**config.mk**
```make
export PLATFORM = sky130hd
export DESIGN_NAME = pi1_uart_flat
export DESIGN_NICKNAME = d
export VERILOG_FILES = /design/src/hw/pi1_pkg.sv /design/src/hw/pi1_if.sv /design/src/hw/pi1_uart.sv /design/src/flat_wrapper.sv
export SDC_FILE = /design/constraint.sdc
export NUM_CORES = 1
export LEC_CHECK = 0
export BUFFER_PORTS_ARGS = -buffer_cell sky130_fd_sc_hd__buf_2
export CORE_ASPECT_RATIO = 2
export CORE_MARGIN = 1.5
export CORE_UTILIZATION = 40
export CTS_CLUSTER_SIZE = 10
export DETAILED_ROUTE_END_ITERATION = 10
export GPL_TIMING_DRIVEN = 0
export PLACE_DENSITY_LB_ADDON = 0.2
export SYNTH_ARGS = -nofsm -noshare
export SYNTH_HDL_FRONTEND = slang
export SYNTH_SLANG_ARGS = --single-unit
```
**constraint.sdc**
```tcl
create_clock -name clk_i -period 2.37 [get_ports clk_i]
set_input_delay 0.711 -clock clk_i [delete_from_list [all_inputs] [get_ports clk_i]]
set_output_delay 0.711 -clock clk_i [all_outputs]
set_load 0.005 [all_outputs]
```
**src/hw/pi1_pkg.sv**
```systemverilog
// shared widths, opcodes, address map and uart timing, imported by the soc rtl and its testbench
package pi1_pkg;

	// one 32-bit word per bus access
	localparam int ARCHBITSZ = 32;
	// word address, the two byte offset bits are not carried
	localparam int ADDRBITSZ = 30;
	// one select bit per byte lane
	localparam int SELBITSZ  = ARCHBITSZ / 8;

	// perint operation codes
	typedef enum logic [1:0] {
		PI1_NOP = 2'b00,
		PI1_WR  = 2'b01,
		PI1_RD  = 2'b10,
		PI1_RW  = 2'b11
	} pi1_op_e;

	// uart sits right below the memory, at byte 0x1000 minus 8
	localparam logic [ADDRBITSZ-1:0] UART_BASE  = 30'h3FE;
	localparam int                   UART_WORDS = 2;

	// 4 KB of on-chip memory starting at byte 0x1000
	localparam logic [ADDRBITSZ-1:0] RAM_BASE      = 30'h400;
	localparam int                   RAM_WORDS     = 1024;
	localparam int                   RAM_ADDRBITSZ = $clog2(RAM_WORDS);

	// bit period kept short so serial frames simulate quickly
	localparam int CLKS_PER_BIT    = 8;
	localparam int BAUDCNTBITSZ    = $clog2(CLKS_PER_BIT);
	localparam int RXFIFO_DEPTH    = 4;
	localparam int RXFIFO_PTRBITSZ = $clog2(RXFIFO_DEPTH);

	// bit positions in the uart status word
	localparam int UART_STAT_TXBUSY = 0;
	localparam int UART_STAT_RXNE   = 1;

endpackage

```
**src/hw/pi1_if.sv**
```systemverilog
// one perint slave port, the router connects through mst and the slave through slv
`timescale 1ns/1ps

interface pi1_if import pi1_pkg::*; ();

	// request half, driven by the router
	pi1_op_e              op;
	logic [ADDRBITSZ-1:0] addr;
	logic [ARCHBITSZ-1:0] wdata;
	logic [SELBITSZ-1:0]  sel;

	// response half, driven by the slave
	logic [ARCHBITSZ-1:0] rdata;
	// completes the access in the cycle it is high
	logic                 rdy;

	// router side
	modport mst (
		output op,
		output addr,
		output wdata,
		output sel,
		input  rdata,
		input  rdy
	);

	// slave side
	modport slv (
		input  op,
		input  addr,
		input  wdata,
		input  sel,
		output rdata,
		output rdy
	);

endinterface

```
**src/hw/pi1_uart.sv**
```systemverilog
// uart slave on a perint port, 8N1 transmitter with holding register, receiver and rx fifo
`timescale 1ns/1ps

module pi1_uart import pi1_pkg::*; (
	input  logic clk_i,
	input  logic rst_i,
	pi1_if.slv   bus_i,
	input  logic rx_i,
	output logic tx_o
);

	typedef enum logic [1:0] {TX_IDLE, TX_START, TX_DATA, TX_STOP} tx_state_e;
	typedef enum logic [1:0] {RX_IDLE, RX_START, RX_DATA, RX_STOP} rx_state_e;

	// bus side
	logic                      phase_q;
	logic [ARCHBITSZ-1:0]      rdata_q;
	logic [ARCHBITSZ-1:0]      status;
	logic                      is_data;
	logic                      rd_data;
	logic                      wr_data;
	logic                      accept;
	// transmitter
	tx_state_e                 tx_state_q;
	logic [BAUDCNTBITSZ-1:0]   tx_cnt_q;
	logic [2:0]                tx_bit_q;
	logic [7:0]                tx_sh_q;
	logic [7:0]                hold_q;
	logic                      hold_v_q;
	logic                      tx_tick;
	logic                      tx_busy;
	// receiver
	rx_state_e                 rx_state_q;
	logic [1:0]                rx_sync_q;
	logic [BAUDCNTBITSZ-1:0]   rx_cnt_q;
	logic [2:0]                rx_bit_q;
	logic [7:0]                rx_sh_q;
	logic                      rx_tick;
	logic                      rx_push;
	// receive fifo, pointers carry one wrap bit
	logic [7:0]                fifo_q [RXFIFO_DEPTH];
	logic [RXFIFO_PTRBITSZ:0]  wr_ptr_q;
	logic [RXFIFO_PTRBITSZ:0]  rd_ptr_q;
	logic                      fifo_empty;
	logic                      fifo_full;
	logic                      fifo_pop;

	// offset 0 is the data word, offset 1 the status word
	assign is_data = (bus_i.addr[0] == 1'b0);
	// swap on data behaves like a read
	assign rd_data = is_data && (bus_i.op == PI1_RD || bus_i.op == PI1_RW);
	assign wr_data = is_data && (bus_i.op == PI1_WR) && bus_i.sel[0];
	// data write stalls with rdy low until the holding register frees
	assign accept   = (bus_i.op != PI1_NOP) && !phase_q && !(wr_data && hold_v_q);
	assign fifo_pop = accept && rd_data && !fifo_empty;

	always_comb begin
		status = '0;
		status[UART_STAT_TXBUSY] = tx_busy;
		status[UART_STAT_RXNE]   = !fifo_empty;
	end

	always_ff @(posedge clk_i) begin
		if (rst_i) begin
			phase_q <= 1'b0;
		end else begin
			phase_q <= accept;
		end
	end

	// empty fifo reads and all writes return zero
	always_ff @(posedge clk_i) begin
		if (accept) begin
			if (!is_data) begin
				rdata_q <= status;
			end else if (fifo_pop) begin
				rdata_q <= {{(ARCHBITSZ-8){1'b0}}, fifo_q[rd_ptr_q[RXFIFO_PTRBITSZ-1:0]]};
			end else begin
				rdata_q <= '0;
			end
		end
	end

	assign bus_i.rdata = rdata_q;
	assign bus_i.rdy   = phase_q;

	// busy also covers a byte still waiting in the holding register
	assign tx_busy = (tx_state_q != TX_IDLE) || hold_v_q;
	assign tx_tick = (tx_cnt_q == BAUDCNTBITSZ'(CLKS_PER_BIT - 1));

	always_ff @(posedge clk_i) begin
		if (rst_i) begin
			tx_state_q <= TX_IDLE;
			tx_cnt_q   <= '0;
			tx_bit_q   <= '0;
			hold_v_q   <= 1'b0;
		end else begin
			tx_cnt_q <= (tx_state_q == TX_IDLE || tx_tick) ? '0 : tx_cnt_q + 1'b1;
			if (accept && wr_data) begin
				hold_v_q <= 1'b1;
			end
			case (tx_state_q)
				TX_IDLE: begin
					// move the held byte into the shifter and start a frame
					if (hold_v_q) begin
						hold_v_q   <= 1'b0;
						tx_state_q <= TX_START;
					end
				end
				TX_START: begin
					if (tx_tick) begin
						tx_bit_q   <= '0;
						tx_state_q <= TX_DATA;
					end
				end
				TX_DATA: begin
					if (tx_tick) begin
						tx_bit_q <= tx_bit_q + 1'b1;
						if (tx_bit_q == 3'd7) begin
							tx_state_q <= TX_STOP;
						end
					end
				end
				default: begin
					if (tx_tick) begin
						tx_state_q <= TX_IDLE;
					end
				end
			endcase
		end
	end

	// lsb goes out first, shift after each data bit
	always_ff @(posedge clk_i) begin
		if (accept && wr_data) begin
			hold_q <= bus_i.wdata[7:0];
		end
		if (tx_state_q == TX_IDLE && hold_v_q) begin
			tx_sh_q <= hold_q;
		end else if (tx_state_q == TX_DATA && tx_tick) begin
			tx_sh_q <= tx_sh_q >> 1;
		end
	end

	// line idles high
	always_comb begin
		case (tx_state_q)
			TX_START: tx_o = 1'b0;
			TX_DATA:  tx_o = tx_sh_q[0];
			default:  tx_o = 1'b1;
		endcase
	end

	// two flops against metastability on the serial input
	always_ff @(posedge clk_i) begin
		if (rst_i) begin
			rx_sync_q <= 2'b11;
		end else begin
			rx_sync_q <= {rx_sync_q[0], rx_i};
		end
	end

	assign rx_tick = (rx_cnt_q == BAUDCNTBITSZ'(CLKS_PER_BIT - 1));

	always_ff @(posedge clk_i) begin
		if (rst_i) begin
			rx_state_q <= RX_IDLE;
			rx_cnt_q   <= '0;
			rx_bit_q   <= '0;
		end else begin
			rx_cnt_q <= rx_tick ? '0 : rx_cnt_q + 1'b1;
			case (rx_state_q)
				RX_IDLE: begin
					rx_cnt_q <= '0;
					if (!rx_sync_q[1]) begin
						rx_state_q <= RX_START;
					end
				end
				RX_START: begin
					// half a bit in, a high line was only a glitch
					if (rx_cnt_q == BAUDCNTBITSZ'(CLKS_PER_BIT / 2 - 1)) begin
						rx_cnt_q   <= '0;
						rx_bit_q   <= '0;
						rx_state_q <= rx_sync_q[1] ? RX_IDLE : RX_DATA;
					end
				end
				RX_DATA: begin
					if (rx_tick) begin
						rx_bit_q <= rx_bit_q + 1'b1;
						if (rx_bit_q == 3'd7) begin
							rx_state_q <= RX_STOP;
						end
					end
				end
				default: begin
					if (rx_tick) begin
						rx_state_q <= RX_IDLE;
					end
				end
			endcase
		end
	end

	// mid-bit samples shift in from the top
	always_ff @(posedge clk_i) begin
		if (rx_state_q == RX_DATA && rx_tick) begin
			rx_sh_q <= {rx_sync_q[1], rx_sh_q[7:1]};
		end
	end

	// bad stop bit or full fifo drops the byte
	assign rx_push = (rx_state_q == RX_STOP) && rx_tick && rx_sync_q[1] && !fifo_full;

	assign fifo_empty = (wr_ptr_q == rd_ptr_q);
	assign fifo_full  = (wr_ptr_q[RXFIFO_PTRBITSZ] != rd_ptr_q[RXFIFO_PTRBITSZ]) &&
		(wr_ptr_q[RXFIFO_PTRBITSZ-1:0] == rd_ptr_q[RXFIFO_PTRBITSZ-1:0]);

	always_ff @(posedge clk_i) begin
		if (rst_i) begin
			wr_ptr_q <= '0;
			rd_ptr_q <= '0;
		end else begin
			if (rx_push) begin
				wr_ptr_q <= wr_ptr_q + 1'b1;
			end
			if (fifo_pop) begin
				rd_ptr_q <= rd_ptr_q + 1'b1;
			end
		end
	end

	always_ff @(posedge clk_i) begin
		if (rx_push) begin
			fifo_q[wr_ptr_q[RXFIFO_PTRBITSZ-1:0]] <= rx_sh_q;
		end
	end

endmodule

```
**src/flat_wrapper.sv**
```systemverilog
// flat-port wrapper written by rule: the top's interface ports become plain ports
module pi1_uart_flat import pi1_pkg::*;
  (clk_i, rst_i, rx_i, tx_o, bus_i_op, bus_i_addr, bus_i_wdata, bus_i_sel, bus_i_rdata, bus_i_rdy);
  pi1_if bus_i_i ();
  input  logic clk_i;
  input  logic rst_i;
  input  logic rx_i;
  output logic tx_o;
  input wire logic [$bits(bus_i_i.op)-1:0] bus_i_op;
  input wire logic [$bits(bus_i_i.addr)-1:0] bus_i_addr;
  input wire logic [$bits(bus_i_i.wdata)-1:0] bus_i_wdata;
  input wire logic [$bits(bus_i_i.sel)-1:0] bus_i_sel;
  output wire logic [$bits(bus_i_i.rdata)-1:0] bus_i_rdata;
  output wire logic [$bits(bus_i_i.rdy)-1:0] bus_i_rdy;
  assign bus_i_i.op = bus_i_op;
  assign bus_i_i.addr = bus_i_addr;
  assign bus_i_i.wdata = bus_i_wdata;
  assign bus_i_i.sel = bus_i_sel;
  assign bus_i_rdata = bus_i_i.rdata;
  assign bus_i_rdy = bus_i_i.rdy;
  pi1_uart u_core (.clk_i(clk_i), .rst_i(rst_i), .bus_i(bus_i_i), .rx_i(rx_i), .tx_o(tx_o));
endmodule
```
==> flow_metrics.env, run 1 <==
export IMPL_avgSynthCellArea_um2=13.8
export IMPL_grt_busiest_layer="met2"
export IMPL_worstPathArrival_ps=1540
export IMPL_port_buffers=23
export IMPL_cp_end_kind="output port"
export IMPL_synthFlopType="edfxtp_1"
export IMPL_report_final_setup_viol=0
export IMPL_tightest_slew_ps=1260
export IMPL_cts_tree="yes"
export IMPL_dp_cells=466
export IMPL_synth_area_um2=3970
export IMPL_dp_hpwl_mm=4.62
export IMPL_drv_slew=0
export IMPL_synthCells=288
export IMPL_final_min_clock_period_ps=2250
export IMPL_synth_top_family_by_area="simple AND/OR/NAND/NOR gates"
export IMPL_ys_warnings_count=0
export IMPL_cts_root_buf="clkbuf_16"
export IMPL_synthAdderAreaFrac=0.0724
export IMPL_grt_antenna_before_repair=0
export IMPL_finalHoldViolCount=0
export IMPL_p_int_w=0.00285
export IMPL_nets=439
export IMPL_fin_util=0.480
export IMPL_critPathSlowestCell="mux2_2"
export IMPL_dieWidth_um=73.5
export IMPL_critPathLaunchType="register"
export IMPL_switching_power_w=0.000815
export IMPL_wirelength_mm=6.47
export IMPL_ir_drop_v=0.000362
export IMPL_path_class="register to output port"
export IMPL_maxCapViolCount=0
export IMPL_grt_setup_unrepaired="false"
export IMPL_synth_xor_area_share=0.0132
export IMPL_drt_iter0_drc=156
export IMPL_fmax_mhz=444
export IMPL_max_slew_margin=0.151
export IMPL_die_area_um2=10600
export IMPL_die_y_um=144
export IMPL_grt_max_degree=16
export IMPL_holdWs_ps=409
export IMPL_post_cts_repair_setup_buffers=0
export IMPL_synth_cell_types=42
export IMPL_synthMuxAreaShare=0.0806
export IMPL_viasPerCell=4.59
export IMPL_synth_edff_count=64
export IMPL_clock_power_share=0.402
export IMPL_pre_cts_slack_ps=-15.0
export IMPL_grt_overflow=0
export IMPL_power_frac_comb=0.109
export IMPL_post_route_period_util=0.950
export IMPL_gr_usage_met2=0.232
export IMPL_clk_latency_ps=330
export IMPL_area_growth_pct=17.2
export IMPL_h_tree_depth=3
export IMPL_critPathMaxStageDelay_ps=360
export IMPL_placeableCoreArea_um2=9700
export IMPL_power_w=0.00366
export IMPL_route_detailed_drc=0
export IMPL_cts_buffer_depth=2
export IMPL_p_per_area_nw_per_um2=787
export IMPL_pwr_share_seq=0.489
export IMPL_seq_area_frac_synth=0.625
export IMPL_wire_per_inst_um=13.4
export IMPL_grt_use_met1=0.152
export IMPL_hold_path_class="register to register"
export IMPL_status="completed"
export IMPL_final_antenna_net_count=0
export IMPL_initial_utilization=0.410
export IMPL_num_rows=51
export IMPL_boundaryPins=105
export IMPL_dr_pass1_iters=6
export IMPL_cp_required_ps=1660
export IMPL_yosys_area_share_simple=0.0913
export IMPL_final_cells=482
export IMPL_synth_seq_cells=92
export IMPL_grt_first_pass_wirelength_mm=10.7
export IMPL_ys_async_sr_fraction=0
export IMPL_cts_buffers=9
export IMPL_drive_gt1_frac=0.254
export IMPL_crit_fanout=7
export IMPL_synth_compound_area_frac=0.0482
export IMPL_leakagePower_nw=1.79
export IMPL_grt_use_met3=0.0302
export IMPL_gp_congestion=0.757
export IMPL_clkTransAtPathRegs_ps=60
export IMPL_route_vias_total=2213
export IMPL_finalClockSkew_ps=9.18
export IMPL_grtUsageTotal=0.135
export IMPL_worstPathCellList="inv_1, ha_1, mux2_2, buf_2"
export IMPL_setup_slack_ps=118
export IMPL_antenna_cells=0
export IMPL_p_sw_frac=0.222
export IMPL_grt_pass1_vias=2242
export IMPL_clock_sinks=92
cells in the final DEF, fill, tap and decap left out, types with 2 or more instances in the layout:
cell type	n
a31oi_1	2
ha_1	23
nor2_1	17
buf_4	24
or2_2	2
xnor2_1	4
nor2b_1	9
o21ai_0	5
and2_1	3
edfxtp_1	64
inv_1	16
nor3_1	6
xor2_1	2
mux2i_1	5
buf_2	25
clkinv_2	2
conb_1	24
mux4_2	8
nand3_1	8
clkbuf_16	9
and2_2	4
nor4_1	2
a22oi_1	3
nand2b_1	4
bufinv_16	2
a21oi_1	7
mux2_2	8
dfxtp_1	28
and3_1	2
clkbuf_1	8
nand2_1	8
worst paths after layout:
kind | cells after the start | slack, ps | from | endpoint
setup reg to reg | 5 | 280 | u_core.rx_cnt_q[0]$_SDFF_PP0_ | u_core.fifo_q[0][7]$_DFFE_PP_
hold reg to reg | 1 | 410 | u_core.rx_sync_q[0]$_SDFF_PP1_ | u_core.rx_sync_q[1]$_SDFF_PP1_
setup / recovery | 4 | 120 | u_core.tx_state_q[0]$_SDFFE_PP0P_ | tx_o
hold / removal | 1 | 410 | u_core.rx_sync_q[0]$_SDFF_PP1_ | u_core.rx_sync_q[1]$_SDFF_PP1_
worst max-delay path: cells and delay by family, from the launching register on:
family,cells,cell delay [ps]
fa+ha+maj,1,310
flops,1,320
mux,1,360
buf+inv,2,210
repair_timing:
| item | CTS | global route |
|---|---|---|
| hold buffers | 0 | 0 |
| gates resized for setup | 0 | 4 |
| endpoints found under the setup margin | 0 | 32 |
sequential cells by signal (all words and copies together) (netlist names), 2 cells and up, named ones only:
signal,count
u_core.rx_sync_q,2
u_core.rx_state_q,2
u_core.tx_state_q,2
u_core.hold_q,8
u_core.rx_cnt_q,3
u_core.tx_sh_q,8
u_core.wr_ptr_q,3
u_core.rx_sh_q,8
u_core.rx_bit_q,3
u_core.rd_ptr_q,3
u_core.tx_bit_q,3
u_core.fifo_q,32
u_core.bus_i.rdata,8
u_core.tx_cnt_q,3
synth_stat cells (7+ instances only):
library cell | count | share of area
edfxtp_1 | 64 | 0.48
dfxtp_1 | 28 | 0.14
buf_4 | 24 | 0.045
ha_1 | 23 | 0.072
nor2_1 | 17 | 0.016
inv_1 | 16 | 0.015
nor2b_1 | 9 | 0.014
mux2_2 | 8 | 0.023
mux4_2 | 8 | 0.045
nand2_1 | 8 | 0.0076
nand3_1 | 8 | 0.010
a21oi_1 | 7 | 0.0088
and2_1 | 7 | 0.011
routing by layer:
layer	part of all wire	vias up
met4	0.027	0
met2	0.54	47
met5	0	-
li1	-	1102
met1	0.40	1052
met3	0.034	12
cells by family after synthesis:
kind of cell,after synthesis
compound gates,27
xor+xnor,6
fa+ha+maj,23
buf+inv,48
flops,92
mux,21
other cells,1
simple gates,70
final cells by class:
type | instances | area (um2)
clock inverters | 5 | 77.6
repair buffers | 23 | 115
fillers | 883 | 5040
multi-input cells | 171 | 1310
plain buffers | 32 | 213
inverters | 16 | 60.1
flip-flops and latches | 92 | 2480
clock buffers | 11 | 233
well taps | 132 | 165
metrics by stage:
stage / TNS [ps] / area, um2
2_1_floorplan: 0 / 4060
3_3_place_gp: 0 / 4340
3_5_place_dp: -117 / 4340
4_1_cts: 0 / 4650
5_1_grt: 0 / 4660
6_report: 0 / 4660
power groups by stage:
stage	logic (W)	clock network [W]	registers [W]
2_1_floorplan	0.000300	0	0.00182
3_3_place_gp	0.000396	0	0.00182
3_5_place_dp	0.000403	0	0.00182
4_1_cts	0.000404	0.00152	0.00179
5_1_grt	0.000459	0.00159	0.00180
6_report	0.000400	0.00147	0.00179
Note: power is estimated with default switching activity, not from simulation.
==> run 2: changes to the inputs <==
--- a/config.mk
+++ b/config.mk
@@ -8,7 +8,7 @@
 export BUFFER_PORTS_ARGS = -buffer_cell sky130_fd_sc_hd__buf_2
 export CORE_ASPECT_RATIO = 2
 export CORE_MARGIN = 1.5
-export CORE_UTILIZATION = 40
+export CORE_UTILIZATION = 45
 export CTS_CLUSTER_SIZE = 10
 export DETAILED_ROUTE_END_ITERATION = 10
 export GPL_TIMING_DRIVEN = 0
==> run 2 against run 1 <==
Compared with the run above: routed wire length up 2.9%; clock skew down 5.9 ps; sequential power about the same; global-route usage up 1.8 points; clock power about the same; sequential share of layout area up 0.56 points; largest cell class unchanged.
==> flow_metrics.env, run 2 (synthesis results as in run 1) <==
export IMPL_status="completed"
export IMPL_grt_overflow=0
export IMPL_cp_required_ps=1660
export IMPL_critPathLaunchType="register"
export IMPL_final_cells=449
export IMPL_maxCapViolCount=0
export IMPL_tightest_slew_ps=1230
export IMPL_clk_latency_ps=330
export IMPL_crit_fanout=7
export IMPL_drt_iter0_drc=110
export IMPL_viasPerCell=4.94
export IMPL_post_route_period_util=0.952
export IMPL_fin_tns_setup_ps=0
export IMPL_num_rows=48
export IMPL_worstPathArrival_ps=1540
export IMPL_route_vias_total=2218
export IMPL_grt_use_met1=0.156
export IMPL_wire_per_inst_um=14.8
export IMPL_grt_antenna_before_repair=0
export IMPL_cts_tree="yes"
export IMPL_port_buffers=23
export IMPL_cts_resized=0
export IMPL_placeableCoreArea_um2=8590
export IMPL_cts_buffer_depth=2
export IMPL_dp_hpwl_mm=4.89
export IMPL_grtUsageTotal=0.153
export IMPL_p_per_area_nw_per_um2=795
export IMPL_nFillCells=729
export IMPL_gr_usage_met2=0.291
export IMPL_crit_start="u_core.tx_state_q[0]$_SDFFE_PP0P_"
export IMPL_place_area_um2=4300
export IMPL_die_area_um2=9440
export IMPL_final_antenna_net_count=0
export IMPL_gp_congestion=0.772
export IMPL_leakagePower_nw=1.79
export IMPL_dieWidth_um=69.5
export IMPL_max_slew_margin=0.172
export IMPL_fmax_mhz=443
export IMPL_drv_slew=0
export IMPL_cts_root_buf="clkbuf_16"
export IMPL_post_cts_repair_setup_buffers=0
export IMPL_hold_path_class="register to register"
export IMPL_finalClockSkew_ps=3.28
export IMPL_clkTransAtPathRegs_ps=60
export IMPL_final_common_cell="edfxtp_1"
export IMPL_min_from="u_core.rx_sync_q[0]$_SDFF_PP1_"
export IMPL_p_int_w=0.00284
export IMPL_p_sw_frac=0.224
export IMPL_grt_pass1_vias=2212
export IMPL_switching_power_w=0.000819
export IMPL_dp_cells=434
export IMPL_finalInstanceArea_um2=4610
export IMPL_die_y_um=136
export IMPL_pwr_share_seq=0.489
export IMPL_finalHoldViolCount=0
export IMPL_grt_first_pass_wirelength_mm=10.9
export IMPL_cts_buffers=9
export IMPL_area_growth_pct=15.9
export IMPL_wirelength_mm=6.66
export IMPL_hold_buffers=0
export IMPL_power_frac_comb=0.111
export IMPL_grt_max_degree=15
export IMPL_power_w=0.00366
export IMPL_report_final_setup_viol=0
export IMPL_initial_utilization=0.463
export IMPL_largest_reg_flops=32
export IMPL_route_detailed_drc=0
export IMPL_holdWs_ps=409
export IMPL_dr_pass1_iters=4
export IMPL_regToRegStartpoint="u_core.rx_cnt_q[0]$_SDFF_PP0_"
export IMPL_grt_use_met3=0.0356
export IMPL_clock_power_share=0.401
export IMPL_antenna_cells=0
export IMPL_drive_gt1_frac=0.241
export IMPL_layout_common_cells="64 x edfxtp_1, 28 x dfxtp_1, 25 x buf_2"
export IMPL_cp_end_kind="output port"
export IMPL_ir_drop_v=0.000371
export IMPL_h_tree_depth=3
export IMPL_grt_busiest_layer="met2"
export IMPL_nets=439
export IMPL_boundaryPins=105
export IMPL_clock_sinks=92
export IMPL_path_class="register to output port"
export IMPL_final_min_clock_period_ps=2260
export IMPL_grt_setup_unrepaired="false"
## run 2: per-layer routing
metal,vias to the layer above,part of all wire
met5,-,0
met4,0,0.017
met3,9,0.038
met1,1070,0.37
met2,43,0.57
li1,1096,-
## run 2: path summary, 6_finish.rpt
check	endpoint	slack, ps	cells after the start
worst min-delay path	u_core.rx_sync_q[1]$_SDFF_PP1_	410	1
worst min register to register	u_core.rx_sync_q[1]$_SDFF_PP1_	410	1
worst max-delay path	tx_o	110	4
worst max register to register	u_core.fifo_q[2][2]$_DFFE_PP_	180	5
## run 2: layout make-up
cell class | count | area, um2 | share of cell area
Sequential cell | 92 | 2480 | 0.539
Multi-Input combinational cell | 171 | 1310 | 0.283
Clock buffer | 10 | 229 | 0.0497
Buffer | 32 | 213 | 0.0462
Tap cell | 100 | 125 | 0.0272
Timing Repair Buffer | 23 | 115 | 0.0250
Clock inverter | 5 | 77.6 | 0.0168
Inverter | 16 | 60.1 | 0.0130
## run 2: worst max-delay path: stages, from the launching register on
cell     delay, ps
dfxtp_1        310
inv_1           90
ha_1           310
mux2_2         370
buf_2          130
## run 2: power groups by stage
stage,logic (W),clock network [W],registers [W]
final,0.000405,0.00147,0.00179
after global routing,0.000461,0.00157,0.00180
after CTS,0.000408,0.00149,0.00179
after detailed placement,0.000405,0,0.00183
after global placement,0.000400,0,0.00182
after floorplan,0.000300,0,0.00182
## run 2: through the flow
stage / utilization / setup WS (ps)
floorplan: - / 485
global placement: 0.501 / 19.3
detailed placement: 0.501 / 1.45
CTS: 0.536 / 84.6
global route: 0.536 / 14.4
finish: 0.536 / 114
