$ cat src/hw/pi1_pkg.sv
// shared widths, opcodes, address map and uart timing, imported by the soc rtl and its testbench
package pi1_pkg;

	// one 32-bit word per bus access
	localparam int ARCHBITSZ = 32;
	// word address, the two byte offset bits are not carried
	localparam int ADDRBITSZ = 30;
	// one select bit per byte lane
	localparam int SELBITSZ  = ARCHBITSZ / 8;

	// perint operation codes
	typedef enum logic [1:0] {
		PI1_NOP = 2'b00,
		PI1_WR  = 2'b01,
		PI1_RD  = 2'b10,
		PI1_RW  = 2'b11
	} pi1_op_e;

	// uart sits right below the memory, at byte 0x1000 minus 8
	localparam logic [ADDRBITSZ-1:0] UART_BASE  = 30'h3FE;
	localparam int                   UART_WORDS = 2;

	// 4 KB of on-chip memory starting at byte 0x1000
	localparam logic [ADDRBITSZ-1:0] RAM_BASE      = 30'h400;
	localparam int                   RAM_WORDS     = 1024;
	localparam int                   RAM_ADDRBITSZ = $clog2(RAM_WORDS);

	// bit period kept short so serial frames simulate quickly
	localparam int CLKS_PER_BIT    = 8;
	localparam int BAUDCNTBITSZ    = $clog2(CLKS_PER_BIT);
	localparam int RXFIFO_DEPTH    = 4;
	localparam int RXFIFO_PTRBITSZ = $clog2(RXFIFO_DEPTH);

	// bit positions in the uart status word
	localparam int UART_STAT_TXBUSY = 0;
	localparam int UART_STAT_RXNE   = 1;

endpackage

$ cat src/hw/pi1_if.sv
// one perint slave port, the router connects through mst and the slave through slv
`timescale 1ns/1ps

interface pi1_if import pi1_pkg::*; ();

	// request half, driven by the router
	pi1_op_e              op;
	logic [ADDRBITSZ-1:0] addr;
	logic [ARCHBITSZ-1:0] wdata;
	logic [SELBITSZ-1:0]  sel;

	// response half, driven by the slave
	logic [ARCHBITSZ-1:0] rdata;
	// completes the access in the cycle it is high
	logic                 rdy;

	// router side
	modport mst (
		output op,
		output addr,
		output wdata,
		output sel,
		input  rdata,
		input  rdy
	);

	// slave side
	modport slv (
		input  op,
		input  addr,
		input  wdata,
		input  sel,
		output rdata,
		output rdy
	);

endinterface

$ cat src/hw/pi1_router.sv
// single-master perint router, steers each request to the uart, the memory or the invalid device
`timescale 1ns/1ps

module pi1_router import pi1_pkg::*; (
	input  logic                 clk_i,
	input  logic                 rst_i,
	input  pi1_op_e              m_op_i,
	input  logic [ADDRBITSZ-1:0] m_addr_i,
	input  logic [ARCHBITSZ-1:0] m_data_i,
	input  logic [SELBITSZ-1:0]  m_sel_i,
	output logic [ARCHBITSZ-1:0] m_data_o,
	output logic                 m_rdy_o,
	pi1_if.mst                   ram_o,
	pi1_if.mst                   uart_o
);

	// slave selected by the address decode
	typedef enum logic [1:0] {
		TGT_UART,
		TGT_RAM,
		TGT_INV
	} tgt_e;

	tgt_e tgt_dec;
	tgt_e tgt_q;
	tgt_e tgt;
	logic inflight_q;

	// address map decode, anything outside both windows falls to the invalid device
	always_comb begin
		if (m_addr_i >= UART_BASE &&
			m_addr_i < UART_BASE + ADDRBITSZ'(UART_WORDS)) begin
			tgt_dec = TGT_UART;
		end else if (m_addr_i >= RAM_BASE &&
			m_addr_i < RAM_BASE + ADDRBITSZ'(RAM_WORDS)) begin
			tgt_dec = TGT_RAM;
		end else begin
			tgt_dec = TGT_INV;
		end
	end

	// set when a request goes out, cleared on the completing cycle
	// while set, the request stays tied to the slave it was issued to
	always_ff @(posedge clk_i) begin
		if (rst_i) begin
			inflight_q <= 1'b0;
		end else if (m_rdy_o) begin
			inflight_q <= 1'b0;
		end else if (m_op_i != PI1_NOP) begin
			inflight_q <= 1'b1;
		end
	end

	// owner of the outstanding request
	always_ff @(posedge clk_i) begin
		if (!inflight_q) begin
			tgt_q <= tgt_dec;
		end
	end

	assign tgt = inflight_q ? tgt_q : tgt_dec;

	// memory port, offset is relative to the start of ram
	assign ram_o.op    = (tgt == TGT_RAM) ? m_op_i : PI1_NOP;
	assign ram_o.addr  = m_addr_i - RAM_BASE;
	assign ram_o.wdata = m_data_i;
	assign ram_o.sel   = m_sel_i;

	// uart port, offset 0 is data and offset 1 is status
	assign uart_o.op    = (tgt == TGT_UART) ? m_op_i : PI1_NOP;
	assign uart_o.addr  = m_addr_i - UART_BASE;
	assign uart_o.wdata = m_data_i;
	assign uart_o.sel   = m_sel_i;

	// response mux back to the master
	always_comb begin
		case (tgt)
			TGT_UART: begin
				m_data_o = uart_o.rdata;
				m_rdy_o  = uart_o.rdy;
			end
			TGT_RAM: begin
				m_data_o = ram_o.rdata;
				m_rdy_o  = ram_o.rdy;
			end
			default: begin
				// invalid device answers at once with zero
				m_data_o = '0;
				m_rdy_o  = 1'b1;
			end
		endcase
	end

endmodule

$ cat src/flat_wrapper.sv
// flat-port wrapper written by rule: the top's interface ports become plain ports
module pi1_router_flat import pi1_pkg::*;
  (clk_i, rst_i, m_op_i, m_addr_i, m_data_i, m_sel_i, m_data_o, m_rdy_o, ram_o_op, ram_o_addr, ram_o_wdata, ram_o_sel, ram_o_rdata, ram_o_rdy, uart_o_op, uart_o_addr, uart_o_wdata, uart_o_sel, uart_o_rdata, uart_o_rdy);
  pi1_if ram_o_i ();
  pi1_if uart_o_i ();
  input  logic clk_i;
  input  logic rst_i;
  input  pi1_op_e m_op_i;
  input  logic [ADDRBITSZ-1:0] m_addr_i;
  input  logic [ARCHBITSZ-1:0] m_data_i;
  input  logic [SELBITSZ-1:0] m_sel_i;
  output logic [ARCHBITSZ-1:0] m_data_o;
  output logic m_rdy_o;
  output wire logic [$bits(ram_o_i.op)-1:0] ram_o_op;
  output wire logic [$bits(ram_o_i.addr)-1:0] ram_o_addr;
  output wire logic [$bits(ram_o_i.wdata)-1:0] ram_o_wdata;
  output wire logic [$bits(ram_o_i.sel)-1:0] ram_o_sel;
  input wire logic [$bits(ram_o_i.rdata)-1:0] ram_o_rdata;
  input wire logic [$bits(ram_o_i.rdy)-1:0] ram_o_rdy;
  output wire logic [$bits(uart_o_i.op)-1:0] uart_o_op;
  output wire logic [$bits(uart_o_i.addr)-1:0] uart_o_addr;
  output wire logic [$bits(uart_o_i.wdata)-1:0] uart_o_wdata;
  output wire logic [$bits(uart_o_i.sel)-1:0] uart_o_sel;
  input wire logic [$bits(uart_o_i.rdata)-1:0] uart_o_rdata;
  input wire logic [$bits(uart_o_i.rdy)-1:0] uart_o_rdy;
  assign ram_o_op = ram_o_i.op;
  assign ram_o_addr = ram_o_i.addr;
  assign ram_o_wdata = ram_o_i.wdata;
  assign ram_o_sel = ram_o_i.sel;
  assign ram_o_i.rdata = ram_o_rdata;
  assign ram_o_i.rdy = ram_o_rdy;
  assign uart_o_op = uart_o_i.op;
  assign uart_o_addr = uart_o_i.addr;
  assign uart_o_wdata = uart_o_i.wdata;
  assign uart_o_sel = uart_o_i.sel;
  assign uart_o_i.rdata = uart_o_rdata;
  assign uart_o_i.rdy = uart_o_rdy;
  pi1_router u_core (.clk_i(clk_i), .rst_i(rst_i), .m_op_i(m_op_i), .m_addr_i(m_addr_i), .m_data_i(m_data_i), .m_sel_i(m_sel_i), .m_data_o(m_data_o), .m_rdy_o(m_rdy_o), .ram_o(ram_o_i), .uart_o(uart_o_i));
endmodule
$ cat config.mk
export PLATFORM = sky130hd
export DESIGN_NAME = pi1_router_flat
export DESIGN_NICKNAME = d
export VERILOG_FILES = /design/src/hw/pi1_pkg.sv /design/src/hw/pi1_if.sv /design/src/hw/pi1_router.sv /design/src/flat_wrapper.sv
export SDC_FILE = /design/constraint.sdc
export NUM_CORES = 1
export LEC_CHECK = 0
export ABC_AREA = 1
export CAP_MARGIN = 15
export CORE_AREA = 2 2 118 120
export DETAILED_ROUTE_END_ITERATION = 10
export DIE_AREA = 0 0 120 122
export DONT_BUFFER_PORTS = 1
export HOLD_SLACK_MARGIN = 0.1
export SYNTH_ARGS = -nofsm -noshare
export SYNTH_HDL_FRONTEND = slang
export SYNTH_SLANG_ARGS = --single-unit
$ cat constraint.sdc
create_clock -name clk_i -period 2.9 [get_ports clk_i]
set_clock_uncertainty 0.15 [all_clocks]
set_input_delay 0.58 -clock clk_i [delete_from_list [all_inputs] [get_ports clk_i]]
set_output_delay 0.58 -clock clk_i [all_outputs]
set_load 0.1 [all_outputs]
==> flow_metrics.env, run 1 <==
export IMPL_slew_headroom_pct=76.5
export IMPL_yosysWarnings=0
export IMPL_dpl_hpwl_um=8860
export IMPL_p_sw_w=0.000478
export IMPL_path_class="input port to primary output"
export IMPL_slowest_stage="clkbuf_16"
export IMPL_io_pins=305
export IMPL_multi_input_area_um2=2610
export IMPL_syn_to_final_growth_pct=109
export IMPL_ir_drop_mv=0.133
export IMPL_drtPass1Iterations=5
export IMPL_cp_arrival_ps=2200
export IMPL_min_path_type="register to register"
export IMPL_drt_iter0_markers=89
export IMPL_die_w_um=120
export IMPL_grt_pass1_vias=2738
export IMPL_cp_max_fo=8
export IMPL_worst_slack_ps=-30.8
export IMPL_final_nets=610
export IMPL_async_reset_ff_share_pct=0
export IMPL_viasPerCell=4.14
export IMPL_max_cap_violations=0
export IMPL_synth_area_leaders="buf_4, nand2_1, o21ai_2"
export IMPL_power_leakage_nw=2.28
export IMPL_drc_errors=0
export IMPL_hold_ws_ps=341
export IMPL_avgSynthCellArea_um2=6.04
export IMPL_synth_common_cells="buf_4, nand2_1, inv_1"
export IMPL_synth_edf_count=0
export IMPL_combPwrFrac_pct=71.2
export IMPL_fin_tns_setup_ps=-376
export IMPL_fin_area_um2=5250
export IMPL_synth_most_common_cell="buf_4"
export IMPL_ys_seq_area_share_pct=2.40
export IMPL_drive_gt1_share_pct=64.8
export IMPL_cts_buffers=3
export IMPL_cp_end_kind="primary output"
export IMPL_fin_crit_ps=2930
export IMPL_cp_cell_sequence="ha_4 > nand2_4 > nor2_4 > nand2_4 > nor2_4 > nand3_2 > nand2_1 > nand2_2 > nand2_4 > nand2_4 > nor2_8 > clkbuf_16 > nand2_4 > o21ai_4 > buf_12"
export IMPL_status="finished with violations"
export IMPL_grt_max_degree=18
export IMPL_antennaDiodeCount=0
export IMPL_clkTransAtPathRegs_ps=30
export IMPL_utilization_pct=38.9
export IMPL_clockPowerShare_pct=24.2
export IMPL_p_int_w=0.000428
export IMPL_fmax_ghz=0.341
export IMPL_start_util_pct=18.6
export IMPL_yosysTopAreaCell="buf_4"
export IMPL_cts_root_buf="clkbuf_16"
export IMPL_num_vias=2690
export IMPL_hold_violations=0
export IMPL_cts_sinks=3
export IMPL_tightest_slew_ps=349
export IMPL_io_buffer_count=0
export IMPL_path_buf_inv=2
export IMPL_place_area_um2=4870
export IMPL_crit_family="simple AND/OR/NAND/NOR gates"
export IMPL_finalCritPeriodShare_pct=101
export IMPL_critPathLaunchType="input port"
export IMPL_rsz0062_at_grt="yes"
export IMPL_cts_tree="yes"
export IMPL_setup_viol_count_final=25
export IMPL_max_stage_delay_ps=220
export IMPL_synth_top_area_share_pct=26.6
export IMPL_ff_latch_area_um2=60.1
export IMPL_synth_cell_types=26
export IMPL_seqPwrFrac_pct=4.6
export IMPL_dpl_worst_slack_ps=-4.71
export IMPL_grt_pass1_wl_um=14200
export IMPL_clk_latency_ps=220
export IMPL_h_tree_depth=1
export IMPL_cpMostUsedCell="nand2_4"
export IMPL_dieArea_um2=14600
export IMPL_core_area_um2=13500
export IMPL_cts_buffer_depth=2
export IMPL_ant_nets=0
export IMPL_grt_use_total_pct=12.3
export IMPL_slew_viol_final=0
export IMPL_die_h_um=122
export IMPL_drt_wl_total_um=10100
export IMPL_num_rows=43
export IMPL_antenna_found_initial=0
export IMPL_syn_inst=415
export IMPL_violations="setup timing"
export IMPL_cts_hold_buf=0
export IMPL_required_ps=2170
export IMPL_netlist_area_um2=2510
export IMPL_nFillCells=1309
export IMPL_power_density_nw_per_um2=173
export IMPL_place_gp_congestion=0.841
export IMPL_ys_ff_latch=3
export IMPL_post_drt_wl_per_cell_um=15.5
export IMPL_ys_flop_type="dfxtp_1"
export IMPL_p_sw_share_pct=52.8
export IMPL_grt_overflow=0
export IMPL_postSynthNetCount=555
## routing by layer
layer	up-vias	GRT usage (%)	routed length (µm)
met4	0	3.09	113
met2	156	23.5	5510
li1	1267	-	-
met3	16	3.56	1000
met1	1251	13.3	3440
met5	-	0	0
## cell families after synthesis
logic type	after synthesis	share of synthesized area, %
fa+ha+maj	4	2.00
flops	3	2.40
compound gates	43	12.9
xor+xnor	39	13.6
simple gates	171	31.9
buf+inv	155	37.1
## worst min-delay path: cells and delay by family, from the launching register on
| kind | cells | cell delay, ps |
|---|---|---|
| flip-flops | 1 | 300 |
| AND/OR/NAND/NOR | 2 | 150 |
## layout by cell type, fill, tap and decap left out, types with 4 or more instances in the layout
cell	synthesis	routed
buf_12	0	71
buf_4	89	66
clkbuf_16	0	6
inv_1	56	55
inv_2	8	6
nand2_1	81	56
nand2_2	12	27
nand2_4	3	13
nand3_1	7	5
nand4_1	5	5
nor2_1	45	29
nor2_2	5	10
nor2_4	1	12
nor3_1	5	4
o21ai_2	28	4
o21ai_4	0	32
xnor2_2	0	4
xnor2_4	0	8
xor2_2	0	13
xor2_4	0	13
## repair_timing
action / 4_1_cts / 5_1_grt
setup endpoints to repair: 6 / 40
setup buffers: 0 / 8
cloned: 0 / 3
pin swaps: 0 / 14
gates resized for setup: 3 / 44
## power by group through the flow
stage / Clock, W / Combinational [W] / Sequential (W)
final: 0.000220 / 0.000645 / 0.0000416
after global routing: 0.000227 / 0.000666 / 0.0000416
after CTS: 0.000221 / 0.000643 / 0.0000416
after detailed placement: 0 / 0.000642 / 0.0000421
after global placement: 0 / 0.000640 / 0.0000421
after floorplan: 0 / 0.00100 / 0.0000421
## stage by stage
stage | power (W) | instances
final | 0.000906 | 649
after global routing | 0.000934 | 649
after CTS | 0.000906 | 638
after detailed placement | 0.000684 | 634
after global placement | 0.000682 | 634
after floorplan | 0.00105 | 415
## layout make-up
class	instances	area share, %
Tap cell	180	4.29
Sequential cell	3	1.14
Timing Repair Buffer	141	38.2
Multi-Input combinational cell	257	49.8
Inverter	64	5.08
Clock buffer	4	1.50
## sequential cells by signal (all words and copies together), names as in the netlist
signal / flops
u_core.tgt_q: 2
u_core.inflight_q: 1
## path summary, 6_finish.rpt
kind	startpoint	end	slack, ps	cells past startpoint
setup reg to reg	u_core.inflight_q$_SDFFE_PP0P_	u_core.inflight_q$_SDFFE_PP0P_	1620	6
hold / removal	u_core.tgt_q[0]$_DFF_P_	u_core.tgt_q[0]$_DFF_P_	340	2
setup / recovery	m_addr_i[2]	m_data_o[25]	-30	15
hold reg to reg	u_core.tgt_q[0]$_DFF_P_	u_core.tgt_q[0]$_DFF_P_	340	2
(Power assumes the default switching activity.)
==> run 2, diff against run 1 <==
--- a/config.mk
+++ b/config.mk
@@ -5,11 +5,10 @@
 export SDC_FILE = /design/constraint.sdc
 export NUM_CORES = 1
 export LEC_CHECK = 0
-export ABC_AREA = 1
 export CAP_MARGIN = 15
-export CORE_AREA = 2 2 118 120
+export CORE_AREA = 2 2 119 121
 export DETAILED_ROUTE_END_ITERATION = 10
-export DIE_AREA = 0 0 120 122
+export DIE_AREA = 0 0 121 123
 export DONT_BUFFER_PORTS = 1
 export HOLD_SLACK_MARGIN = 0.1
 export SYNTH_ARGS = -nofsm -noshare
==> flow_metrics.env, run 2 <==
export IMPL_synth_common_cells="buf_4, nor2_1, mux2i_1"
export IMPL_fmax_ghz=0.294
export IMPL_power_density_nw_per_um2=167
export IMPL_seqPwrFrac_pct=4.3
export IMPL_tightest_slew_ps=814
export IMPL_cts_buffers=3
export IMPL_cts_tree="yes"
export IMPL_cts_buffer_depth=2
export IMPL_worst_slack_ps=-507
export IMPL_drt_iter0_markers=55
export IMPL_start_util_pct=16.6
export IMPL_final_nets=513
export IMPL_io_buffer_count=0
export IMPL_grt_max_degree=17
export IMPL_status="finished with violations"
export IMPL_path_class="input port to primary output"
export IMPL_ys_ff_latch=3
export IMPL_max_cap_violations=0
export IMPL_critPathLaunchType="input port"
export IMPL_setup_viol_count_final=51
export IMPL_yosysWarnings=0
export IMPL_syn_inst=314
export IMPL_combPwrFrac_pct=72.9
export IMPL_grt_overflow=0
export IMPL_ir_drop_mv=0.174
export IMPL_clkTransAtPathRegs_ps=30
export IMPL_wl_met3_um=769
export IMPL_cp_max_fo=16
export IMPL_dpl_hpwl_um=8040
export IMPL_num_rows=43
export IMPL_p_sw_share_pct=48.5
export IMPL_netlist_area_um2=2260
export IMPL_slew_headroom_pct=45.6
export IMPL_drt_wl_total_um=9150
export IMPL_met1_length_um=3170
export IMPL_clk_latency_ps=220
export IMPL_ant_nets=0
export IMPL_fin_crit_ps=3410
export IMPL_dieArea_um2=14900
export IMPL_required_ps=2170
export IMPL_grt_use_total_pct=11.7
export IMPL_drtPass1Iterations=4
export IMPL_violations="setup timing"
export IMPL_synth_most_common_cell="buf_4"
export IMPL_cp_arrival_ps=2680
export IMPL_postSynthNetCount=454
export IMPL_die_w_um=121
export IMPL_async_reset_ff_share_pct=0
export IMPL_viasPerCell=4.19
export IMPL_die_h_um=123
export IMPL_power_leakage_nw=2.07
export IMPL_slew_viol_final=0
export IMPL_io_pins=305
export IMPL_rrSetupSlack_ps=850
export IMPL_topRoutingLayerUsed="met4"
export IMPL_layout_common_cells="buf_12, buf_4, nor2_4"
export IMPL_antennaDiodeCount=0
export IMPL_utilization_pct=42.1
export IMPL_num_vias=2315
export IMPL_power_w=0.000957
export IMPL_post_drt_wl_per_cell_um=16.6
export IMPL_cts_sinks=3
export IMPL_rsz0062_at_grt="yes"
export IMPL_synth_area_leaders="buf_4, mux2i_1, xnor2_1"
export IMPL_min_path_type="input port to register"
export IMPL_p_int_w=0.000493
export IMPL_grt_pass1_wl_um=13800
export IMPL_clockPowerShare_pct=22.7
export IMPL_grt_pass1_vias=2503
export IMPL_reg_top3="u_core.tgt_q (2), u_core.inflight_q (1)"
export IMPL_yosysTopAreaCell="buf_4"
export IMPL_cp_end_kind="primary output"
export IMPL_synth_top_area_share_pct=28.9
export IMPL_h_tree_depth=1
export IMPL_core_area_um2=13600
export IMPL_ys_seq_area_share_pct=2.66
export IMPL_p_sw_w=0.000465
export IMPL_place_gp_congestion=0.792
export IMPL_finalCritPeriodShare_pct=117
export IMPL_hold_violations=0
export IMPL_avgSynthCellArea_um2=7.19
export IMPL_synth_cell_types=41
export IMPL_antenna_found_initial=0
export IMPL_syn_to_final_growth_pct=154
export IMPL_regMostFlops="u_core.tgt_q"
export IMPL_drive_gt1_share_pct=83.9
export IMPL_largest_reg_flops=2
export IMPL_drc_errors=0
export IMPL_synth_edf_count=0
export IMPL_final_common_cell="buf_12"
export IMPL_cts_root_buf="clkbuf_16"
export IMPL_dr_wl_met2_um=5100
export IMPL_ys_flop_type="dfxtp_1"
-- run 2: cell count changes after synthesis, sizes merged, moves of 5 or more --
cell,previous run,this run
inv,64,5
nand2,96,16
clkbuf,0,6
mux2i,0,33
or4,0,5
o21ai,37,1
xor2,27,18
xnor2,12,27
-- run 2: cell families (layout without fill, tap and decap cells) --
| family | Yosys count | after routing | synth area share, % |
|---|---|---|---|
| fa+ha+maj | 4 | 4 | 2.22 |
| simple gates | 114 | 114 | 26.4 |
| compound gates | 11 | 11 | 3.94 |
| mux | 33 | 33 | 14.6 |
| flops | 3 | 3 | 2.66 |
| xor+xnor | 45 | 45 | 17.5 |
| buf+inv | 104 | 162 | 32.6 |
-- run 2: per-stage QoR --
step                      hold slack [ps]  TNS, ps  setup WS, ps  instances  instance area [µm²]
after floorplan                       456   -45050          -913        314                 3700
after global placement                547   -22860          -545        539                 5340
after detailed placement              546   -25230          -613        539                 5340
after CTS                             444   -22920          -566        550                 5640
after global routing                  453   -24810          -589        552                 5740
final                                 446   -20830          -507        552                 5740
-- run 2: worst max-delay path: stages --
cell	delay [ps]
or4_4	520
or4_4	440
o41ai_4	360
a31oi_4	140
buf_12	180
buf_12	160
nor2_4	100
buf_12	180
-- run 2: what timing repair did --
action | CTS | global route
endpoints found under the setup margin | 57 | 59
resized for setup | 32 | 16
setup buffers | 9 | 3
pin swaps | 20 | 16
cloned | 0 | 0
hold buffers | 0 | 0
-- run 2: final cells by class --
class,instances,area [µm²]
Inverter,5,48.8
Multi-Input combinational cell,207,3020
Tap cell,180,225
Fill cell,1218,7880
Sequential cell,3,60.1
Clock buffer,4,78.8
Timing Repair Buffer,153,2300
-- run 2: metal layers --
metal	vias up	GRT usage [%]
met5	-	0
met4	0	2.76
met3	18	3.00
met2	127	21.3
met1	1088	13.7
li1	1082	-
-- run 2: final timing paths --
check | from | endpoint | depth (start not counted)
setup / recovery | m_addr_i[22] | m_data_o[25] | 8
hold / removal | rst_i | u_core.inflight_q$_SDFFE_PP0P_ | 2
setup reg to reg | u_core.inflight_q$_SDFFE_PP0P_ | u_core.inflight_q$_SDFFE_PP0P_ | 8
hold reg to reg | u_core.inflight_q$_SDFFE_PP0P_ | u_core.inflight_q$_SDFFE_PP0P_ | 3
-- run 2: power groups by stage --
stage          clock (W)  combinational, W  sequential [W]
2_1_floorplan          0           0.00105       0.0000421
3_3_place_gp           0          0.000685       0.0000421
3_5_place_dp           0          0.000688       0.0000421
6_report        0.000217          0.000698       0.0000416
4_1_cts         0.000222          0.000697       0.0000416
5_1_grt         0.000229          0.000716       0.0000415
==> run 3, diff against run 2 <==
--- a/config.mk
+++ b/config.mk
@@ -11,6 +11,7 @@
 export DIE_AREA = 0 0 121 123
 export DONT_BUFFER_PORTS = 1
 export HOLD_SLACK_MARGIN = 0.1
+export PLACE_DENSITY_LB_ADDON = 0.12
 export SYNTH_ARGS = -nofsm -noshare
 export SYNTH_HDL_FRONTEND = slang
 export SYNTH_SLANG_ARGS = --single-unit
==> flow_metrics.env, run 3 (synthesized netlist as in run 2, its figures left out) <==
export IMPL_grt_overflow=0
export IMPL_rsz0062_at_grt="yes"
export IMPL_syn_to_final_growth_pct=165
export IMPL_fin_crit_ps=3410
export IMPL_cp_cell_sequence="or4_4 > or4_4 > o41ai_4 > a31oi_4 > buf_12 > buf_12 > nor2_4 > buf_12"
export IMPL_drtPass1Iterations=3
export IMPL_drc_errors=0
export IMPL_post_drt_wl_per_cell_um=16.3
export IMPL_final_nets=526
export IMPL_setup_viol_count_final=58
export IMPL_path_class="input port to primary output"
export IMPL_seqPwrFrac_pct=4.3
export IMPL_power_leakage_nw=2.16
export IMPL_drt_wl_total_um=9230
export IMPL_drt_iter0_markers=33
export IMPL_worst_slack_ps=-509
export IMPL_max_cap_violations=0
export IMPL_wl_met3_um=838
export IMPL_cts_sinks=3
export IMPL_p_sw_w=0.000466
export IMPL_dieArea_um2=14900
export IMPL_p_sw_share_pct=48.2
export IMPL_topRoutingLayerUsed="met4"
export IMPL_layout_common_cells="buf_12, buf_4, nor2_4"
export IMPL_start_util_pct=16.6
export IMPL_io_buffer_count=0
export IMPL_ant_nets=0
export IMPL_status="finished with violations"
export IMPL_cts_hold_buf=0
export IMPL_fmax_ghz=0.293
export IMPL_slowest_stage="or4_4"
export IMPL_dpl_worst_slack_ps=-658
export IMPL_dp_cells=536
export IMPL_cts_tree="yes"
export IMPL_die_w_um=121
export IMPL_clk_latency_ps=220
export IMPL_max_stage_delay_ps=520
export IMPL_required_ps=2170
export IMPL_regMostFlops="u_core.tgt_q"
export IMPL_num_rows=43
export IMPL_place_gp_congestion=0.720
export IMPL_largest_reg_flops=2
export IMPL_cts_buffer_depth=2
export IMPL_num_vias=2352
export IMPL_core_area_um2=13600
export IMPL_power_density_nw_per_um2=162
export IMPL_tightest_slew_ps=815
export IMPL_finalCritPeriodShare_pct=118
export IMPL_dr_wl_met2_um=5020
export IMPL_p_int_w=0.000501
export IMPL_viasPerCell=4.16
export IMPL_reg_top3="u_core.tgt_q (2), u_core.inflight_q (1)"
export IMPL_grt_pass1_wl_um=13400
export IMPL_clockPowerShare_pct=22.3
export IMPL_critPathLaunchType="input port"
export IMPL_combPwrFrac_pct=73.4
export IMPL_min_path_type="input port to register"
export IMPL_cp_max_fo=14
export IMPL_met1_length_um=3340
export IMPL_die_h_um=123
export IMPL_grt_max_degree=15
export IMPL_final_cells=565
export IMPL_clkTransAtPathRegs_ps=30
export IMPL_final_common_cell="buf_12"
export IMPL_grt_use_total_pct=11.4
export IMPL_slew_headroom_pct=45.6
export IMPL_antenna_found_initial=0
export IMPL_cts_buffers=3
export IMPL_slew_viol_final=0
export IMPL_hold_ws_ps=449
export IMPL_dpl_hpwl_um=7810
export IMPL_h_tree_depth=1
export IMPL_cts_root_buf="clkbuf_16"
export IMPL_cp_end_kind="primary output"
export IMPL_violations="setup timing"
export IMPL_grt_pass1_vias=2427
export IMPL_ir_drop_mv=0.290
export IMPL_cp_arrival_ps=2680
export IMPL_cpMostUsedCell="buf_12"
export IMPL_hold_violations=0
export IMPL_io_pins=305
export IMPL_drive_gt1_share_pct=85.5
export IMPL_antennaDiodeCount=0
-- run 3: routing by layer --
layer,vias to the layer above,track usage [%]
li1,1103,-
met1,1104,13.2
met2,141,21.1
met3,4,3.87
met4,0,1.16
met5,-,0
-- run 3: area by class of cell --
cell class	count	area (µm²)
inverter	5	48.8
tap	180	225
fill	1233	7630
timing repair buffer	166	2410
clock buffer	4	78.8
sequential	3	60.1
multi-input combinational	207	3160
-- run 3: timing repair --
| item | in CTS | in global routing |
|---|---|---|
| pin swaps | 26 | 34 |
| gates cloned | 1 | 0 |
| buffers inserted | 18 | 16 |
| setup endpoints to repair | 62 | 65 |
| resized for setup | 56 | 30 |
-- run 3: through the flow --
stage	total power, W	util, %	area, µm²	TNS (ps)
floorplan	0.00109	-	3700	-45050
global placement	0.000731	38.5	5240	-26370
detailed placement	0.000732	38.5	5240	-27880
CTS	0.000972	42.3	5750	-24640
global route	0.000996	43.9	5980	-26670
finish	0.000967	43.9	5980	-23210
-- run 3: worst paths after layout --
| path | to | cells past startpoint | from | slack [ps] |
|---|---|---|---|---|
| setup reg to reg | u_core.inflight_q$_SDFFE_PP0P_ | 7 | u_core.inflight_q$_SDFFE_PP0P_ | 1070 |
| hold reg to reg | u_core.inflight_q$_SDFFE_PP0P_ | 3 | u_core.inflight_q$_SDFFE_PP0P_ | 530 |
| hold / removal | u_core.inflight_q$_SDFFE_PP0P_ | 2 | rst_i | 450 |
| setup / recovery | m_data_o[6] | 8 | m_addr_i[22] | -510 |
-- run 3: critical path: cells and delay by family --
family / cells / cell delay [ps]
AO/OA/AOI/OAI: 2 / 500
buffers and inverters: 3 / 510
AND/OR/NAND/NOR: 3 / 1070
-- run 3: power groups by stage --
stage	registers [W]	clock network [W]	logic, W
after floorplan	0.0000421	0	0.00105
after global placement	0.0000421	0	0.000689
after detailed placement	0.0000421	0	0.000690
after CTS	0.0000416	0.000220	0.000711
after global routing	0.0000415	0.000227	0.000728
final	0.0000416	0.000215	0.000711
